**src/acc_macros.svh**
```systemverilog
// Word width, pipeline depth, tag and FIFO size defines for the accumulator
`ifndef ACC_MACROS_SVH
`define ACC_MACROS_SVH

// Data and accumulator word
`define ACC_WIDTH 32

// MAC pipeline depth, which also bounds the sums in flight
`define ACC_NUM_REGS 4
`define ACC_TAG_W $clog2(`ACC_NUM_REGS)
`define ACC_USES_W ($clog2(`ACC_NUM_REGS) + 1)

`define ACC_FACT_DEPTH 4
`define ACC_ADD_DEPTH (`ACC_NUM_REGS * `ACC_FACT_DEPTH)

`endif

```
**src/acc_pkg.sv**
```systemverilog
// Opcode and state enums, queue entry structs, flag and control structs
`include "acc_macros.svh"

package acc_pkg;

    typedef enum logic [1:0] {
        ACC_OP_ADD,
        ACC_OP_MUL,
        ACC_OP_FMADD
    } acc_op_e;

    typedef enum logic [1:0] {
        ST_ACCUM,
        ST_DRAIN,
        ST_REDUCE,
        ST_DONE
    } acc_state_e;

    typedef struct packed {
        logic [`ACC_WIDTH-1:0] value;
        logic [`ACC_TAG_W-1:0] tag;
    } addend_t;

    // Uses is the number of partial sums this factor still has to scale
    typedef struct packed {
        logic [`ACC_WIDTH-1:0]  value;
        logic [`ACC_TAG_W-1:0]  tag;
        logic [`ACC_USES_W-1:0] uses;
    } factor_t;

    typedef struct packed {
        logic addend_empty;
        logic factor_empty;
        logic busy;
        logic last_op_in_flight;
    } acc_flags_t;

    typedef struct packed {
        logic reducing;
        logic flush;
        logic capture;
    } acc_ctrl_t;

endpackage

```
**src/acc_tag_fifo.sv**
```systemverilog
// Flushable circular-buffer FIFO with a generic entry type
`timescale 1ns/1ps

module acc_tag_fifo #(
    parameter type         entry_t = logic,
    parameter int unsigned DEPTH   = 4
) (
    input  logic   clk_i,
    input  logic   rst_ni,
    input  logic   flush_i,
    input  logic   push_i,
    input  entry_t data_i,
    input  logic   pop_i,
    output entry_t data_o,
    output logic   full_o,
    output logic   empty_o
);

    localparam int unsigned      PTR_W    = (DEPTH > 1) ? $clog2(DEPTH) : 1;
    localparam logic [PTR_W-1:0] LAST_PTR = PTR_W'(DEPTH - 1);
    localparam logic [PTR_W:0]   FULL_CNT = (PTR_W + 1)'(DEPTH);

    entry_t           mem_q [DEPTH];
    logic [PTR_W-1:0] rd_ptr_q;
    logic [PTR_W-1:0] wr_ptr_q;
    logic [PTR_W:0]   count_q;
    logic             do_push;
    logic             do_pop;

    assign full_o  = (count_q == FULL_CNT);
    assign empty_o = (count_q == '0);
    assign data_o  = mem_q[rd_ptr_q];

    assign do_push = push_i & ~full_o;
    assign do_pop  = pop_i & ~empty_o;

    always_ff @(posedge clk_i) begin
        if (do_push) begin
            mem_q[wr_ptr_q] <= data_i;
        end
    end

    always_ff @(posedge clk_i or negedge rst_ni) begin
        if (!rst_ni) begin
            rd_ptr_q <= '0;
            wr_ptr_q <= '0;
            count_q  <= '0;
        end else if (flush_i) begin
            rd_ptr_q <= '0;
            wr_ptr_q <= '0;
            count_q  <= '0;
        end else begin
            if (do_push) begin
                wr_ptr_q <= (wr_ptr_q == LAST_PTR) ? '0 : wr_ptr_q + 1'b1;
            end
            if (do_pop) begin
                rd_ptr_q <= (rd_ptr_q == LAST_PTR) ? '0 : rd_ptr_q + 1'b1;
            end
            if (do_push && !do_pop) begin
                count_q <= count_q + 1'b1;
            end else if (do_pop && !do_push) begin
                count_q <= count_q - 1'b1;
            end
        end
    end

endmodule

```
**src/acc_operand_queue.sv**
```systemverilog
// Addend and factor queues, tag counter, factor use counter and tag matching
`timescale 1ns/1ps
`include "acc_macros.svh"

module acc_operand_queue
    import acc_pkg::*;
(
    input  logic                   clk_i,
    input  logic                   rst_ni,
    input  acc_ctrl_t              ctrl_i,
    input  logic                   accept_i,
    input  logic                   add_valid_i,
    input  logic [`ACC_WIDTH-1:0]  add_i,
    input  logic                   mul_valid_i,
    input  logic [`ACC_WIDTH-1:0]  mul_i,
    output logic                   ready_o,
    input  logic                   fb_valid_i,
    input  logic [`ACC_TAG_W-1:0]  fb_tag_i,
    input  logic [`ACC_WIDTH-1:0]  fb_data_i,
    input  logic                   push_res_i,
    input  logic [`ACC_USES_W-1:0] inflight_i,
    input  logic                   addend_pop_i,
    output addend_t                addend_o,
    output factor_t                factor_o,
    output logic                   addend_empty_o,
    output logic                   factor_empty_o,
    output logic                   addend_match_o,
    output logic                   factor_match_o
);

    logic [`ACC_TAG_W-1:0]  tag_cnt_q;
    logic [`ACC_USES_W-1:0] uses_cnt_q;
    addend_t                addend_in;
    factor_t                factor_in;
    logic                   addend_push;
    logic                   addend_full;
    logic                   factor_push;
    logic                   factor_pop;
    logic                   factor_full;
    logic                   new_sum;
    logic                   last_use;

    assign ready_o     = accept_i & ~addend_full & ~factor_full;
    assign factor_push = mul_valid_i & ready_o;
    assign addend_push = (add_valid_i & ready_o) | push_res_i;

    // An addend taken with a factor in the same cycle escapes that factor
    assign addend_in.value = push_res_i ? fb_data_i : add_i;
    assign addend_in.tag   = push_res_i  ? fb_tag_i :
                             factor_push ? tag_cnt_q + 1'b1 : tag_cnt_q;

    // A sum started in this cycle also needs the new factor
    assign new_sum         = addend_pop_i & ~fb_valid_i;
    assign factor_in.value = mul_i;
    assign factor_in.tag   = tag_cnt_q;
    assign factor_in.uses  = new_sum ? inflight_i + 1'b1 : inflight_i;

    always_ff @(posedge clk_i or negedge rst_ni) begin
        if (!rst_ni) begin
            tag_cnt_q <= '0;
        end else if (ctrl_i.flush) begin
            tag_cnt_q <= '0;
        end else if (factor_push) begin
            tag_cnt_q <= tag_cnt_q + 1'b1;
        end
    end

    // Same-level addends are folded in before the factor moves a sum on
    assign factor_match_o = fb_valid_i & ~factor_empty_o & (factor_o.tag == fb_tag_i)
                          & ((factor_o.tag != addend_o.tag) | addend_empty_o);
    assign addend_match_o = fb_valid_i & ~addend_empty_o
                          & (addend_o.tag == (factor_match_o ? fb_tag_i + 1'b1 : fb_tag_i));

    // A factor that found nothing in flight is dropped straight away
    assign last_use   = (uses_cnt_q == factor_o.uses - 1'b1);
    assign factor_pop = (factor_match_o & last_use) | (~factor_empty_o & (factor_o.uses == '0));

    always_ff @(posedge clk_i or negedge rst_ni) begin
        if (!rst_ni) begin
            uses_cnt_q <= '0;
        end else if (ctrl_i.flush) begin
            uses_cnt_q <= '0;
        end else if (factor_match_o) begin
            uses_cnt_q <= last_use ? '0 : uses_cnt_q + 1'b1;
        end
    end

    acc_tag_fifo #(
        .entry_t (addend_t),
        .DEPTH   (`ACC_ADD_DEPTH)
    ) i_addend_fifo (
        .clk_i   (clk_i),
        .rst_ni  (rst_ni),
        .flush_i (ctrl_i.flush),
        .push_i  (addend_push),
        .data_i  (addend_in),
        .pop_i   (addend_pop_i),
        .data_o  (addend_o),
        .full_o  (addend_full),
        .empty_o (addend_empty_o)
    );

    acc_tag_fifo #(
        .entry_t (factor_t),
        .DEPTH   (`ACC_FACT_DEPTH)
    ) i_factor_fifo (
        .clk_i   (clk_i),
        .rst_ni  (rst_ni),
        .flush_i (ctrl_i.flush),
        .push_i  (factor_push),
        .data_i  (factor_in),
        .pop_i   (factor_pop),
        .data_o  (factor_o),
        .full_o  (factor_full),
        .empty_o (factor_empty_o)
    );

endmodule

```
**src/acc_issue_ctrl.sv**
```systemverilog
// MAC issue logic, in-flight sum counter, reduction pairing and result register
`timescale 1ns/1ps
`include "acc_macros.svh"

module acc_issue_ctrl
    import acc_pkg::*;
(
    input  logic                   clk_i,
    input  logic                   rst_ni,
    input  acc_ctrl_t              ctrl_i,
    input  addend_t                addend_i,
    input  factor_t                factor_i,
    input  logic                   addend_empty_i,
    input  logic                   factor_empty_i,
    input  logic                   addend_match_i,
    input  logic                   factor_match_i,
    input  logic                   res_valid_i,
    input  logic [`ACC_TAG_W-1:0]  res_tag_i,
    input  logic [`ACC_WIDTH-1:0]  res_i,
    output logic                   addend_pop_o,
    output logic                   push_res_o,
    output logic [`ACC_USES_W-1:0] inflight_o,
    output logic                   issue_valid_o,
    output acc_op_e                op_o,
    output logic [`ACC_WIDTH-1:0]  opa_o,
    output logic [`ACC_WIDTH-1:0]  opb_o,
    output logic [`ACC_WIDTH-1:0]  opc_o,
    output logic [`ACC_TAG_W-1:0]  tag_o,
    output acc_flags_t             flags_o,
    output logic [`ACC_WIDTH-1:0]  acc_o
);

    localparam logic [`ACC_USES_W-1:0] MAX_INFLIGHT = `ACC_NUM_REGS;

    logic [`ACC_USES_W-1:0] inflight_q;
    logic [`ACC_WIDTH-1:0]  acc_q;
    logic                   start_new;
    logic                   recirc;
    logic                   combine;

    // A free MAC slot opens a new partial sum from the addend head
    assign start_new = ~ctrl_i.reducing & ~res_valid_i & ~addend_empty_i
                     & (inflight_q != MAX_INFLIGHT);
    assign recirc    = ~ctrl_i.reducing & res_valid_i;

    // In reduction a result pairs with the one waiting, or waits itself
    assign combine    = ctrl_i.reducing & res_valid_i & ~addend_empty_i;
    assign push_res_o = ctrl_i.reducing & res_valid_i & addend_empty_i;

    assign issue_valid_o = start_new | recirc | combine;
    assign addend_pop_o  = start_new | combine | (recirc & addend_match_i);

    always_comb begin
        op_o  = ACC_OP_ADD;
        tag_o = res_valid_i ? res_tag_i : addend_i.tag;
        if (factor_match_i) begin
            op_o  = addend_match_i ? ACC_OP_FMADD : ACC_OP_MUL;
            tag_o = res_tag_i + 1'b1;
        end
    end

    assign opa_o = factor_i.value;
    assign opb_o = res_valid_i ? res_i : addend_i.value;
    assign opc_o = (res_valid_i & (addend_match_i | ctrl_i.reducing)) ? addend_i.value : '0;

    always_ff @(posedge clk_i or negedge rst_ni) begin
        if (!rst_ni) begin
            inflight_q <= '0;
        end else if (ctrl_i.flush) begin
            inflight_q <= '0;
        end else if (combine) begin
            inflight_q <= inflight_q - 1'b1;
        end else if (start_new) begin
            inflight_q <= inflight_q + 1'b1;
        end
    end

    // The final sum sits at the addend head when it is captured
    always_ff @(posedge clk_i or negedge rst_ni) begin
        if (!rst_ni) begin
            acc_q <= '0;
        end else if (ctrl_i.capture) begin
            acc_q <= addend_empty_i ? '0 : addend_i.value;
        end
    end

    assign inflight_o = inflight_q;
    assign acc_o      = acc_q;

    assign flags_o.addend_empty      = addend_empty_i;
    assign flags_o.factor_empty      = factor_empty_i;
    assign flags_o.busy              = (inflight_q != '0);
    assign flags_o.last_op_in_flight = (inflight_q == 1);

endmodule

```
**src/acc_mac_pipe.sv**
```systemverilog
// Non-stalling integer multiply-add pipeline carrying tag and valid
`timescale 1ns/1ps
`include "acc_macros.svh"

module acc_mac_pipe
    import acc_pkg::*;
(
    input  logic                  clk_i,
    input  logic                  rst_ni,
    input  logic                  flush_i,
    input  logic                  valid_i,
    input  acc_op_e               op_i,
    input  logic [`ACC_WIDTH-1:0] a_i,
    input  logic [`ACC_WIDTH-1:0] b_i,
    input  logic [`ACC_WIDTH-1:0] c_i,
    input  logic [`ACC_TAG_W-1:0] tag_i,
    output logic                  valid_o,
    output logic [`ACC_TAG_W-1:0] tag_o,
    output logic [`ACC_WIDTH-1:0] res_o
);

    localparam int unsigned N = `ACC_NUM_REGS;

    logic [`ACC_WIDTH-1:0] prod_d;
    logic [`ACC_WIDTH-1:0] addend_d;
    logic [`ACC_WIDTH-1:0] prod_q;
    logic [`ACC_WIDTH-1:0] addend_q;
    logic [`ACC_WIDTH-1:0] data_q [1:N-1];
    logic [`ACC_TAG_W-1:0] tag_q [N];
    logic [N-1:0]          valid_q;

    // Stage 0 forms the product, stage 1 adds, later stages only delay
    always_comb begin
        prod_d   = a_i * b_i;
        addend_d = c_i;
        if (op_i == ACC_OP_ADD) begin
            prod_d = b_i;
        end
        if (op_i == ACC_OP_MUL) begin
            addend_d = '0;
        end
    end

    always_ff @(posedge clk_i) begin
        prod_q    <= prod_d;
        addend_q  <= addend_d;
        tag_q[0]  <= tag_i;
        data_q[1] <= prod_q + addend_q;
        tag_q[1]  <= tag_q[0];
        for (int i = 2; i < N; i++) begin
            data_q[i] <= data_q[i-1];
            tag_q[i]  <= tag_q[i-1];
        end
    end

    always_ff @(posedge clk_i or negedge rst_ni) begin
        if (!rst_ni) begin
            valid_q <= '0;
        end else if (flush_i) begin
            valid_q <= '0;
        end else begin
            valid_q <= {valid_q[N-2:0], valid_i};
        end
    end

    assign valid_o = valid_q[N-1];
    assign tag_o   = tag_q[N-1];
    assign res_o   = data_q[N-1];

endmodule

```
**src/acc_controller.sv**
```systemverilog
// Accumulate, drain, reduce and done FSM for the accumulator datapath
`timescale 1ns/1ps

module acc_controller
    import acc_pkg::*;
(
    input  logic       clk_i,
    input  logic       rst_ni,
    input  logic       clear_i,
    input  logic       finish_i,
    input  acc_flags_t flags_i,
    input  logic       res_valid_i,
    output acc_ctrl_t  ctrl_o,
    output logic       valid_o,
    output logic       accept_o
);

    acc_state_e state_q;
    acc_state_e state_d;
    logic       valid_q;
    logic       last_out;

    // Only one sum is left and it is leaving the MAC with no partner waiting
    assign last_out = flags_i.last_op_in_flight & res_valid_i & flags_i.addend_empty;

    always_comb begin
        state_d = state_q;
        unique case (state_q)
            ST_ACCUM: begin
                if (finish_i) begin
                    state_d = ST_DRAIN;
                end
            end
            ST_DRAIN: begin
                if (flags_i.addend_empty && flags_i.factor_empty) begin
                    state_d = ST_REDUCE;
                end
            end
            ST_REDUCE: begin
                if (last_out || !flags_i.busy) begin
                    state_d = ST_DONE;
                end
            end
            default: state_d = ST_ACCUM;
        endcase
    end

    always_ff @(posedge clk_i or negedge rst_ni) begin
        if (!rst_ni) begin
            state_q <= ST_ACCUM;
            valid_q <= 1'b0;
        end else if (clear_i) begin
            state_q <= ST_ACCUM;
            valid_q <= 1'b0;
        end else begin
            state_q <= state_d;
            // Pulse lines up with the freshly loaded result
            valid_q <= (state_q == ST_DONE);
        end
    end

    assign ctrl_o.reducing = (state_q == ST_REDUCE);
    assign ctrl_o.capture  = (state_q == ST_DONE);
    assign ctrl_o.flush    = clear_i | (state_q == ST_DONE);

    assign accept_o = (state_q == ST_ACCUM) & ~clear_i;
    assign valid_o  = valid_q;

endmodule

```
**src/acc_datapath_top.sv**
```systemverilog
// Accumulator datapath top with queue, issue logic, MAC pipeline and controller
`timescale 1ns/1ps
`include "acc_macros.svh"

module acc_datapath_top
    import acc_pkg::*;
(
    input  logic                  clk_i,
    input  logic                  rst_ni,
    input  logic                  clear_i,
    input  logic                  add_valid_i,
    input  logic [`ACC_WIDTH-1:0] add_i,
    input  logic                  mul_valid_i,
    input  logic [`ACC_WIDTH-1:0] mul_i,
    input  logic                  finish_i,
    output logic                  ready_o,
    output logic                  valid_o,
    output logic [`ACC_WIDTH-1:0] acc_o,
    output acc_flags_t            flags_o
);

    acc_ctrl_t              ctrl;
    logic                   accept;
    addend_t                addend;
    factor_t                factor;
    logic                   addend_empty;
    logic                   factor_empty;
    logic                   addend_match;
    logic                   factor_match;
    logic                   addend_pop;
    logic                   push_res;
    logic [`ACC_USES_W-1:0] inflight;
    logic                   issue_valid;
    acc_op_e                op;
    logic [`ACC_WIDTH-1:0]  opa;
    logic [`ACC_WIDTH-1:0]  opb;
    logic [`ACC_WIDTH-1:0]  opc;
    logic [`ACC_TAG_W-1:0]  issue_tag;
    logic                   res_valid;
    logic [`ACC_TAG_W-1:0]  res_tag;
    logic [`ACC_WIDTH-1:0]  res;

    acc_operand_queue i_operand_queue (
        .clk_i          (clk_i),
        .rst_ni         (rst_ni),
        .ctrl_i         (ctrl),
        .accept_i       (accept),
        .add_valid_i    (add_valid_i),
        .add_i          (add_i),
        .mul_valid_i    (mul_valid_i),
        .mul_i          (mul_i),
        .ready_o        (ready_o),
        .fb_valid_i     (res_valid),
        .fb_tag_i       (res_tag),
        .fb_data_i      (res),
        .push_res_i     (push_res),
        .inflight_i     (inflight),
        .addend_pop_i   (addend_pop),
        .addend_o       (addend),
        .factor_o       (factor),
        .addend_empty_o (addend_empty),
        .factor_empty_o (factor_empty),
        .addend_match_o (addend_match),
        .factor_match_o (factor_match)
    );

    acc_issue_ctrl i_issue_ctrl (
        .clk_i          (clk_i),
        .rst_ni         (rst_ni),
        .ctrl_i         (ctrl),
        .addend_i       (addend),
        .factor_i       (factor),
        .addend_empty_i (addend_empty),
        .factor_empty_i (factor_empty),
        .addend_match_i (addend_match),
        .factor_match_i (factor_match),
        .res_valid_i    (res_valid),
        .res_tag_i      (res_tag),
        .res_i          (res),
        .addend_pop_o   (addend_pop),
        .push_res_o     (push_res),
        .inflight_o     (inflight),
        .issue_valid_o  (issue_valid),
        .op_o           (op),
        .opa_o          (opa),
        .opb_o          (opb),
        .opc_o          (opc),
        .tag_o          (issue_tag),
        .flags_o        (flags_o),
        .acc_o          (acc_o)
    );

    acc_mac_pipe i_mac_pipe (
        .clk_i   (clk_i),
        .rst_ni  (rst_ni),
        .flush_i (ctrl.flush),
        .valid_i (issue_valid),
        .op_i    (op),
        .a_i     (opa),
        .b_i     (opb),
        .c_i     (opc),
        .tag_i   (issue_tag),
        .valid_o (res_valid),
        .tag_o   (res_tag),
        .res_o   (res)
    );

    acc_controller i_controller (
        .clk_i       (clk_i),
        .rst_ni      (rst_ni),
        .clear_i     (clear_i),
        .finish_i    (finish_i),
        .flags_i     (flags_o),
        .res_valid_i (res_valid),
        .ctrl_o      (ctrl),
        .valid_o     (valid_o),
        .accept_o    (accept)
    );

endmodule

```
**config.mk**
```make
export PLATFORM = sky130hd
export DESIGN_NAME = acc_datapath_top
export DESIGN_NICKNAME = d
export VERILOG_FILES = /design/src/acc_pkg.sv /design/src/acc_tag_fifo.sv /design/src/acc_operand_queue.sv /design/src/acc_issue_ctrl.sv /design/src/acc_mac_pipe.sv /design/src/acc_controller.sv /design/src/acc_datapath_top.sv
export VERILOG_INCLUDE_DIRS = /design/src
export SDC_FILE = /design/constraint.sdc
export NUM_CORES = 2
export LEC_CHECK = 0
export ABC_AREA = 1
export BUFFER_PORTS_ARGS = -buffer_cell sky130_fd_sc_hd__buf_4
export CORE_MARGIN = 2
export CORE_UTILIZATION = 50
export CTS_BUF_LIST = sky130_fd_sc_hd__clkbuf_4
export CTS_CLUSTER_DIAMETER = 200
export CTS_CLUSTER_SIZE = 10
export DETAILED_ROUTE_END_ITERATION = 8
export PLACE_DENSITY = 0.71
export SYNTH_ARGS = -nofsm -noshare
export SYNTH_HDL_FRONTEND = slang
export SYNTH_SLANG_ARGS = --single-unit
```
**constraint.sdc**
```tcl
create_clock -name clk_i -period 7.3 [get_ports clk_i]
set_input_delay 1.46 -clock clk_i [delete_from_list [all_inputs] [get_ports clk_i]]
set_output_delay 1.46 -clock clk_i [all_outputs]
set_load 0.005 [all_outputs]
```
-- Yosys cells after proc, flatten, opt, wreduce, memory -nomap -nowiden
Memories as Yosys holds them, arrays and structs flattened.
Cells that the tools add are included.
Widths: inputs -> output; s select.
- add/subtract/negate cells: 15
- multiply operators: 1
- divide/modulo/power cells: 0
- magnitude comparators: 0
- equal/unequal tests: 19
- shifts and indexed selects: 0
- muxes and demuxes: 48
- bitwise operators: 45
- reduce and logical (&&, ||, !) cells: 27
- operator list (cell ; number):
    $mux 32 ; 4
    $mux 2 ; 18
    $add 32x32->32 ; 1
    $mul 32x32->32 ; 1
    $mux 3 ; 10
    $and 1x1->1 ; 28
    $mux 4 ; 7
    $mux 5 ; 3
    $reduce_bool 3->1 ; 4
    $reduce_bool 2->1 ; 5
    $add 3x1->3 const B ; 3
    $or 1x1->1 ; 9
    $sub 3x1->3 const B ; 3
    $add 2x1->2 const B ; 4
    $add 4x1->4 const B ; 2
    $eq 2x2->1 const B ; 4
    $eq 4x4->1 const B ; 2
    $not 1->1 ; 8
    $logic_not 3->1 ; 2
    $ne 3x2->1 const B ; 2
    $ne 3x3->1 const B ; 2
    $pmux 2 s3 ; 1
    $add 5x1->5 const B ; 1
    $eq 5x5->1 const B ; 1
    other kinds (15) ; 30
- register bits after elaboration: 131
- bits in latches: 0
- bits in writable memories: 796
- ROM bits: 0
- logic and storage cells: 174
- memories: 4
- memories (name ; depth ; width ; rd ports ; clocked after memory_dff ; write ports ; RTL line ; text):
    i_operand_queue.i_addend_fifo.mem_q ; 16 ; 34 ; 1 ; 0 ; 1 ; acc_tag_fifo.sv:23 ; entry_t mem_q [DEPTH];
    i_operand_queue.i_factor_fifo.mem_q ; 4 ; 37 ; 1 ; 0 ; 1 ; acc_tag_fifo.sv:23 ;
    i_mac_pipe.data_q ; 3 ; 32 ; 3 ; 0 ; 3 ; acc_mac_pipe.sv:28 ; logic [`ACC_WIDTH-1:0] data_q [1:N-1];
    i_mac_pipe.tag_q ; 4 ; 2 ; 4 ; 0 ; 4 ; acc_mac_pipe.sv:29 ; logic [`ACC_TAG_W-1:0] tag_q [N];

-- Longest topological paths before layout
- depth after elaboration: 15
- gate-level depth with buffers: 44

-- By module
From an unflattened synthesis, not the netlist that was laid out.
- cells, all modules: 5624
- area, all modules: 54544.8 um2
- modules (own cells, without submodules) (module ; instances ; cells an instance ; area each (um2)):
    acc_mac_pipe ; 1 ; 2879 ; 22686.8
    acc_tag_fifo (i_operand_queue.i_addend_fifo) ; 1 ; 1742 ; 22251.3
    acc_tag_fifo (i_operand_queue.i_factor_fifo) ; 1 ; 427 ; 5992.0
    acc_issue_ctrl ; 1 ; 345 ; 2377.3
    acc_operand_queue ; 1 ; 196 ; 993.5
    acc_controller ; 1 ; 35 ; 244.0

-- Worst setup path after synthesis
Ideal clock, no wire load.
- path kind: flip-flop to flip-flop
- start: register i_operand_queue.i_addend_fifo.rd_ptr_q[0]
- end: register i_mac_pipe.prod_q[30]
- setup time: 0.121 ns
- arrival: 7.806 ns
- setup slack: -0.627 ns
- cell stages (with the launch flop): 39
- path buffers: 5
- cells stage by stage: dfrtp_1 -> buf_6 -> inv_4 -> buf_6 -> buf_4 -> buf_2 -> nor2_1 -> o211ai_1 -> nand3_1 -> nand4_1 -> nand2_1 -> inv_1 -> clkbuf_1 -> nand2_1 -> fa_1 -> inv_1 -> fa_1 -> fa_1 -> (+3 left out) -> fa_1 -> inv_1 -> fa_1 -> inv_1 -> fa_1 -> fa_1 -> ha_1 -> nand2_1 -> nor2_1 -> inv_1 -> or4_1 -> o221ai_1 -> a21oi_1 -> nor2_1 -> nor2_1 -> xor2_1 -> nand2_1 -> o21ai_0
- cells in the longest elaborated chain, start to end: 11
- elaborated cells between the ends (all ways): 13
- classes of those cells: mul: 1; eq/ne: 2; mux: 5; bitwise: 3; reduce/logical: 1; memory: 1
- RTL lines (element ; RTL line ; text):
    start, declared ; acc_tag_fifo.sv:24 ; logic [PTR_W-1:0] rd_ptr_q;
    start signal, assigned ; acc_tag_fifo.sv:57 ; rd_ptr_q <= (rd_ptr_q == LAST_PTR) ? '0 : rd_ptr_q + 1'b1;
    $mem_v2 16x34 * ; - ;
    parallel branches: the longest is 9 deep, another holds $mul 32x32->32 ; - ;
    $mux 32 * ; acc_mac_pipe.sv:36 ; if (op_i == ACC_OP_ADD) begin
    via i_mac_pipe.prod_d[30] ; acc_mac_pipe.sv:24 ; logic [`ACC_WIDTH-1:0] prod_d;
    end signal, assigned ; acc_mac_pipe.sv:45 ; prod_q <= prod_d;
    end, declared ; acc_mac_pipe.sv:26 ; logic [`ACC_WIDTH-1:0] prod_q;
Mark *: on every way through the listed nets, which the timed path passes.
A chain may end at the register's enable or synchronous reset.

-- Final worst setup path
Ends and elaborated chain as after synthesis.

==> metrics.csv <==
metric;value;unit
relSlewSlack;12.8;%
hold_class;in2async;
core_area;105000;um^2
route.met3.wl;17.2;mm
syn_area_per_cell;10.1;um^2
fillers;8534;
wirelength;157;mm
vias_per_cell;5.52;
yosys_warnings;0;
synth.area.top_cells;edfxtp_1 39%, fa_1 15%, nand2_1 6.8%;
final_cell_mix;921 x nand2_1, 701 x inv_1, 693 x nor2_1;
antenna_found_initial;8;
yosysTopAreaCell;edfxtp_1;
clk_latency;1.07;ns
failed_checks;DRC, setup timing;
cts_tree;yes;
die_h;330;um
post_drt_wl_per_cell;21.4;um
wl_met1;63.1;mm
synthArstFlopShare;7.23;%
grt_first_pass_wirelength;237;mm
synth.distinct_cells;63;
arrival;8.96;ns
yosysSeqAreaShare;48.6;%
grt_pass1_vias;40400;
drive_gt1_share;20.7;%
grt_setup_unrepaired;yes;
reg2reg_slack;-0.76;ns
post-place-ws;-0.853;ns
slowest_stage;fa_1;
netlist_area;53100;um^2
postRouteAntennaNets;0;
ys_seq_elements;927;
final_cell_area;63100;um^2
fin_crit_sh;110;%
crit_type;reg2reg;
grt_usage;29.1;%
synthFlopType;edfxtp_1;
maxCapViolations;0;
finalSetupViolCount;17;
syn_nets;5927;
crit_fanout;13;
syn_to_final_growth;18.7;%
drc;10;
cts_buffer_depth;3;
start_kind;flip-flop;
place.gp.congestion;0.962;
dieWidth;330;um
yosysTopAreaCellShare;39.1;%
initialDrtViolationCount;4764;
htreeDepth;3;
end_kind;flip-flop;
initial_core_util;50.4;%
cp_common_cell;fa_1;
rows;119;
grt_max_degree;68;
hold_viol;0;
die_area;109000;um^2
holdWs;0.266;ns
path_clk_slew;0.12;ns
hpwl;113;mm
io_pins;108;
layout_commonest_cell;nand2_1;
io_buffers;107;
tightest_slew;1.31;ns
cts_sinks;927;
vias;40600;
route.met2.wl;72.0;mm
syn-instance-count;5266;
slowest_delay;0.54;ns
nets;6540;
dpl_cell_area;60100;um^2
worst_clock_skew;0.108;ns
cts.root.buffer_cell;clkbuf_4;
highest_layer;met5;
grt_overflow;0;
synth_edf_count;692;
numCtsBuffers;102;
max_clock_freq;124;MHz
report.final.slew_viol_count;0;
firstDrtPassIters;9;
fin_ws;-0.756;ns
period_needed;8.06;ns
status;finished, violations left;
required;8.21;ns
## cell families (layout without fill, tap and decap cells)
group	after synthesis	in the layout	share of synthesized area, %
xor gates and xnor gates	87	87	1.46
AOI/OAI and AO/OA	651	651	7.13
and+or+nand+nor	2036	2037	15.5
other	0	5	0
buffers and inverters	974	1660	7.57
adders and majority gates	591	591	19.7
DFF	927	927	48.6
## worst max-delay path, delay by kind of cell, from the launching register on
family                   cells  cell delay [ns]
buffers and inverters       11             1.15
AO/OA/AOI/OAI                5             0.64
flip-flops                   1             0.48
XOR/XNOR                     1             0.13
adder cells (fa/ha/maj)      9             4.30
AND/OR/NAND/NOR             10             1.22
## area by class of cell
type / instances / area [um^2] / share of cell area, %
antenna: 5 / 12.5 / 0.0198
clock buffer: 171 / 1280 / 2.03
clock inverter: 7 / 111 / 0.176
inverter: 754 / 2900 / 4.59
multi-input combinational: 3366 / 24400 / 38.7
sequential: 927 / 25800 / 40.9
tap: 1391 / 1740 / 2.76
timing repair buffer: 727 / 6790 / 10.8
timing repair inverter: 1 / 8.76 / 0.0139
## final timing paths
kind | from | to | cells past startpoint
max in group asynchronous | rst_ni | i_operand_queue.i_addend_fifo.rd_ptr_q[1] | 2
max | i_operand_queue.i_addend_fifo.rd_ptr_q[0] | i_mac_pipe.prod_q[30] | 36
min | rst_ni | i_operand_queue.i_factor_fifo.wr_ptr_q[0] | 1
min reg2reg | i_mac_pipe.data_q[0][67] | i_mac_pipe.data_q[0][99] | 0
max reg2reg | i_operand_queue.i_addend_fifo.rd_ptr_q[0] | i_mac_pipe.prod_q[30] | 36
min in group clk_i | i_mac_pipe.data_q[0][67] | i_mac_pipe.data_q[0][99] | 0
## sequential cells by signal, summed over array words and instances, names as in the netlist, 5 cells and up
signal	cells
i_operand_queue.i_addend_fifo.mem_q	544
i_operand_queue.i_factor_fifo.mem_q	148
i_mac_pipe.data_q	96
i_issue_ctrl.acc_o	32
i_mac_pipe.addend_q	32
i_mac_pipe.prod_q	32
i_mac_pipe.tag_q	8
i_operand_queue.i_addend_fifo.count_q	5
## Yosys cell counts, types with 4 or more instances
| master | instances |
|---|---|
| a21oi_1 | 100 |
| clkinv_1 | 17 |
| xnor2_1 | 32 |
| o21ai_1 | 67 |
| o211ai_2 | 5 |
| edfxtp_1 | 692 |
| ha_1 | 180 |
| dfrtp_1 | 67 |
| dfxtp_1 | 168 |
| o221ai_1 | 5 |
| inv_2 | 16 |
| o21a_1 | 6 |
| or2_2 | 31 |
| nand3_1 | 207 |
| o21bai_1 | 4 |
| o211ai_1 | 45 |
| o21ai_0 | 333 |
| nand3_2 | 4 |
| fa_1 | 411 |
| xor2_1 | 53 |
| a32oi_1 | 18 |
| nor2_1 | 740 |
| a32oi_2 | 4 |
| buf_2 | 64 |
| nand2_1 | 959 |
| nand4_1 | 27 |
| or2_1 | 5 |
| clkbuf_1 | 90 |
| a211oi_1 | 4 |
| nor3_1 | 12 |
| o22ai_1 | 27 |
| buf_6 | 24 |
| a31oi_1 | 6 |
| inv_1 | 719 |
| buf_4 | 27 |
| a32o_1 | 8 |
| nor2_2 | 31 |
| buf_1 | 15 |
## through the flow
step | util [%] | TNS (ns) | std cells
after detailed placement | 57.0 | -7.87 | 7118
after global routing | 59.9 | -12.10 | 7349
after floorplan | - | -0.337 | 5266
final | 59.9 | -7.11 | 7349
after global placement | 57.0 | -6.34 | 7118
after CTS | 59.4 | -5.35 | 7336
## timing repair
action / in CTS / in global routing
cloned: 12 / 4
pin swaps: 48 / 44
gates resized for setup: 164 / 98
setup buffers: 28 / 6
endpoints found under the hold margin: 0 / 0
hold buffers: 0 / 0
endpoints found under the setup margin: 18 / 20
## metal layers
metal | up-vias | global-route usage [%]
li1 | 18200 | -
met1 | 19900 | 40.9
met2 | 2134 | 45.9
met3 | 327 | 5.12
met4 | 2 | 9.64
met5 | - | 0
Power is left out: the tool's default activity adds up to more than one toggle a clock period on the data nets, which glitch-free logic cannot reach.
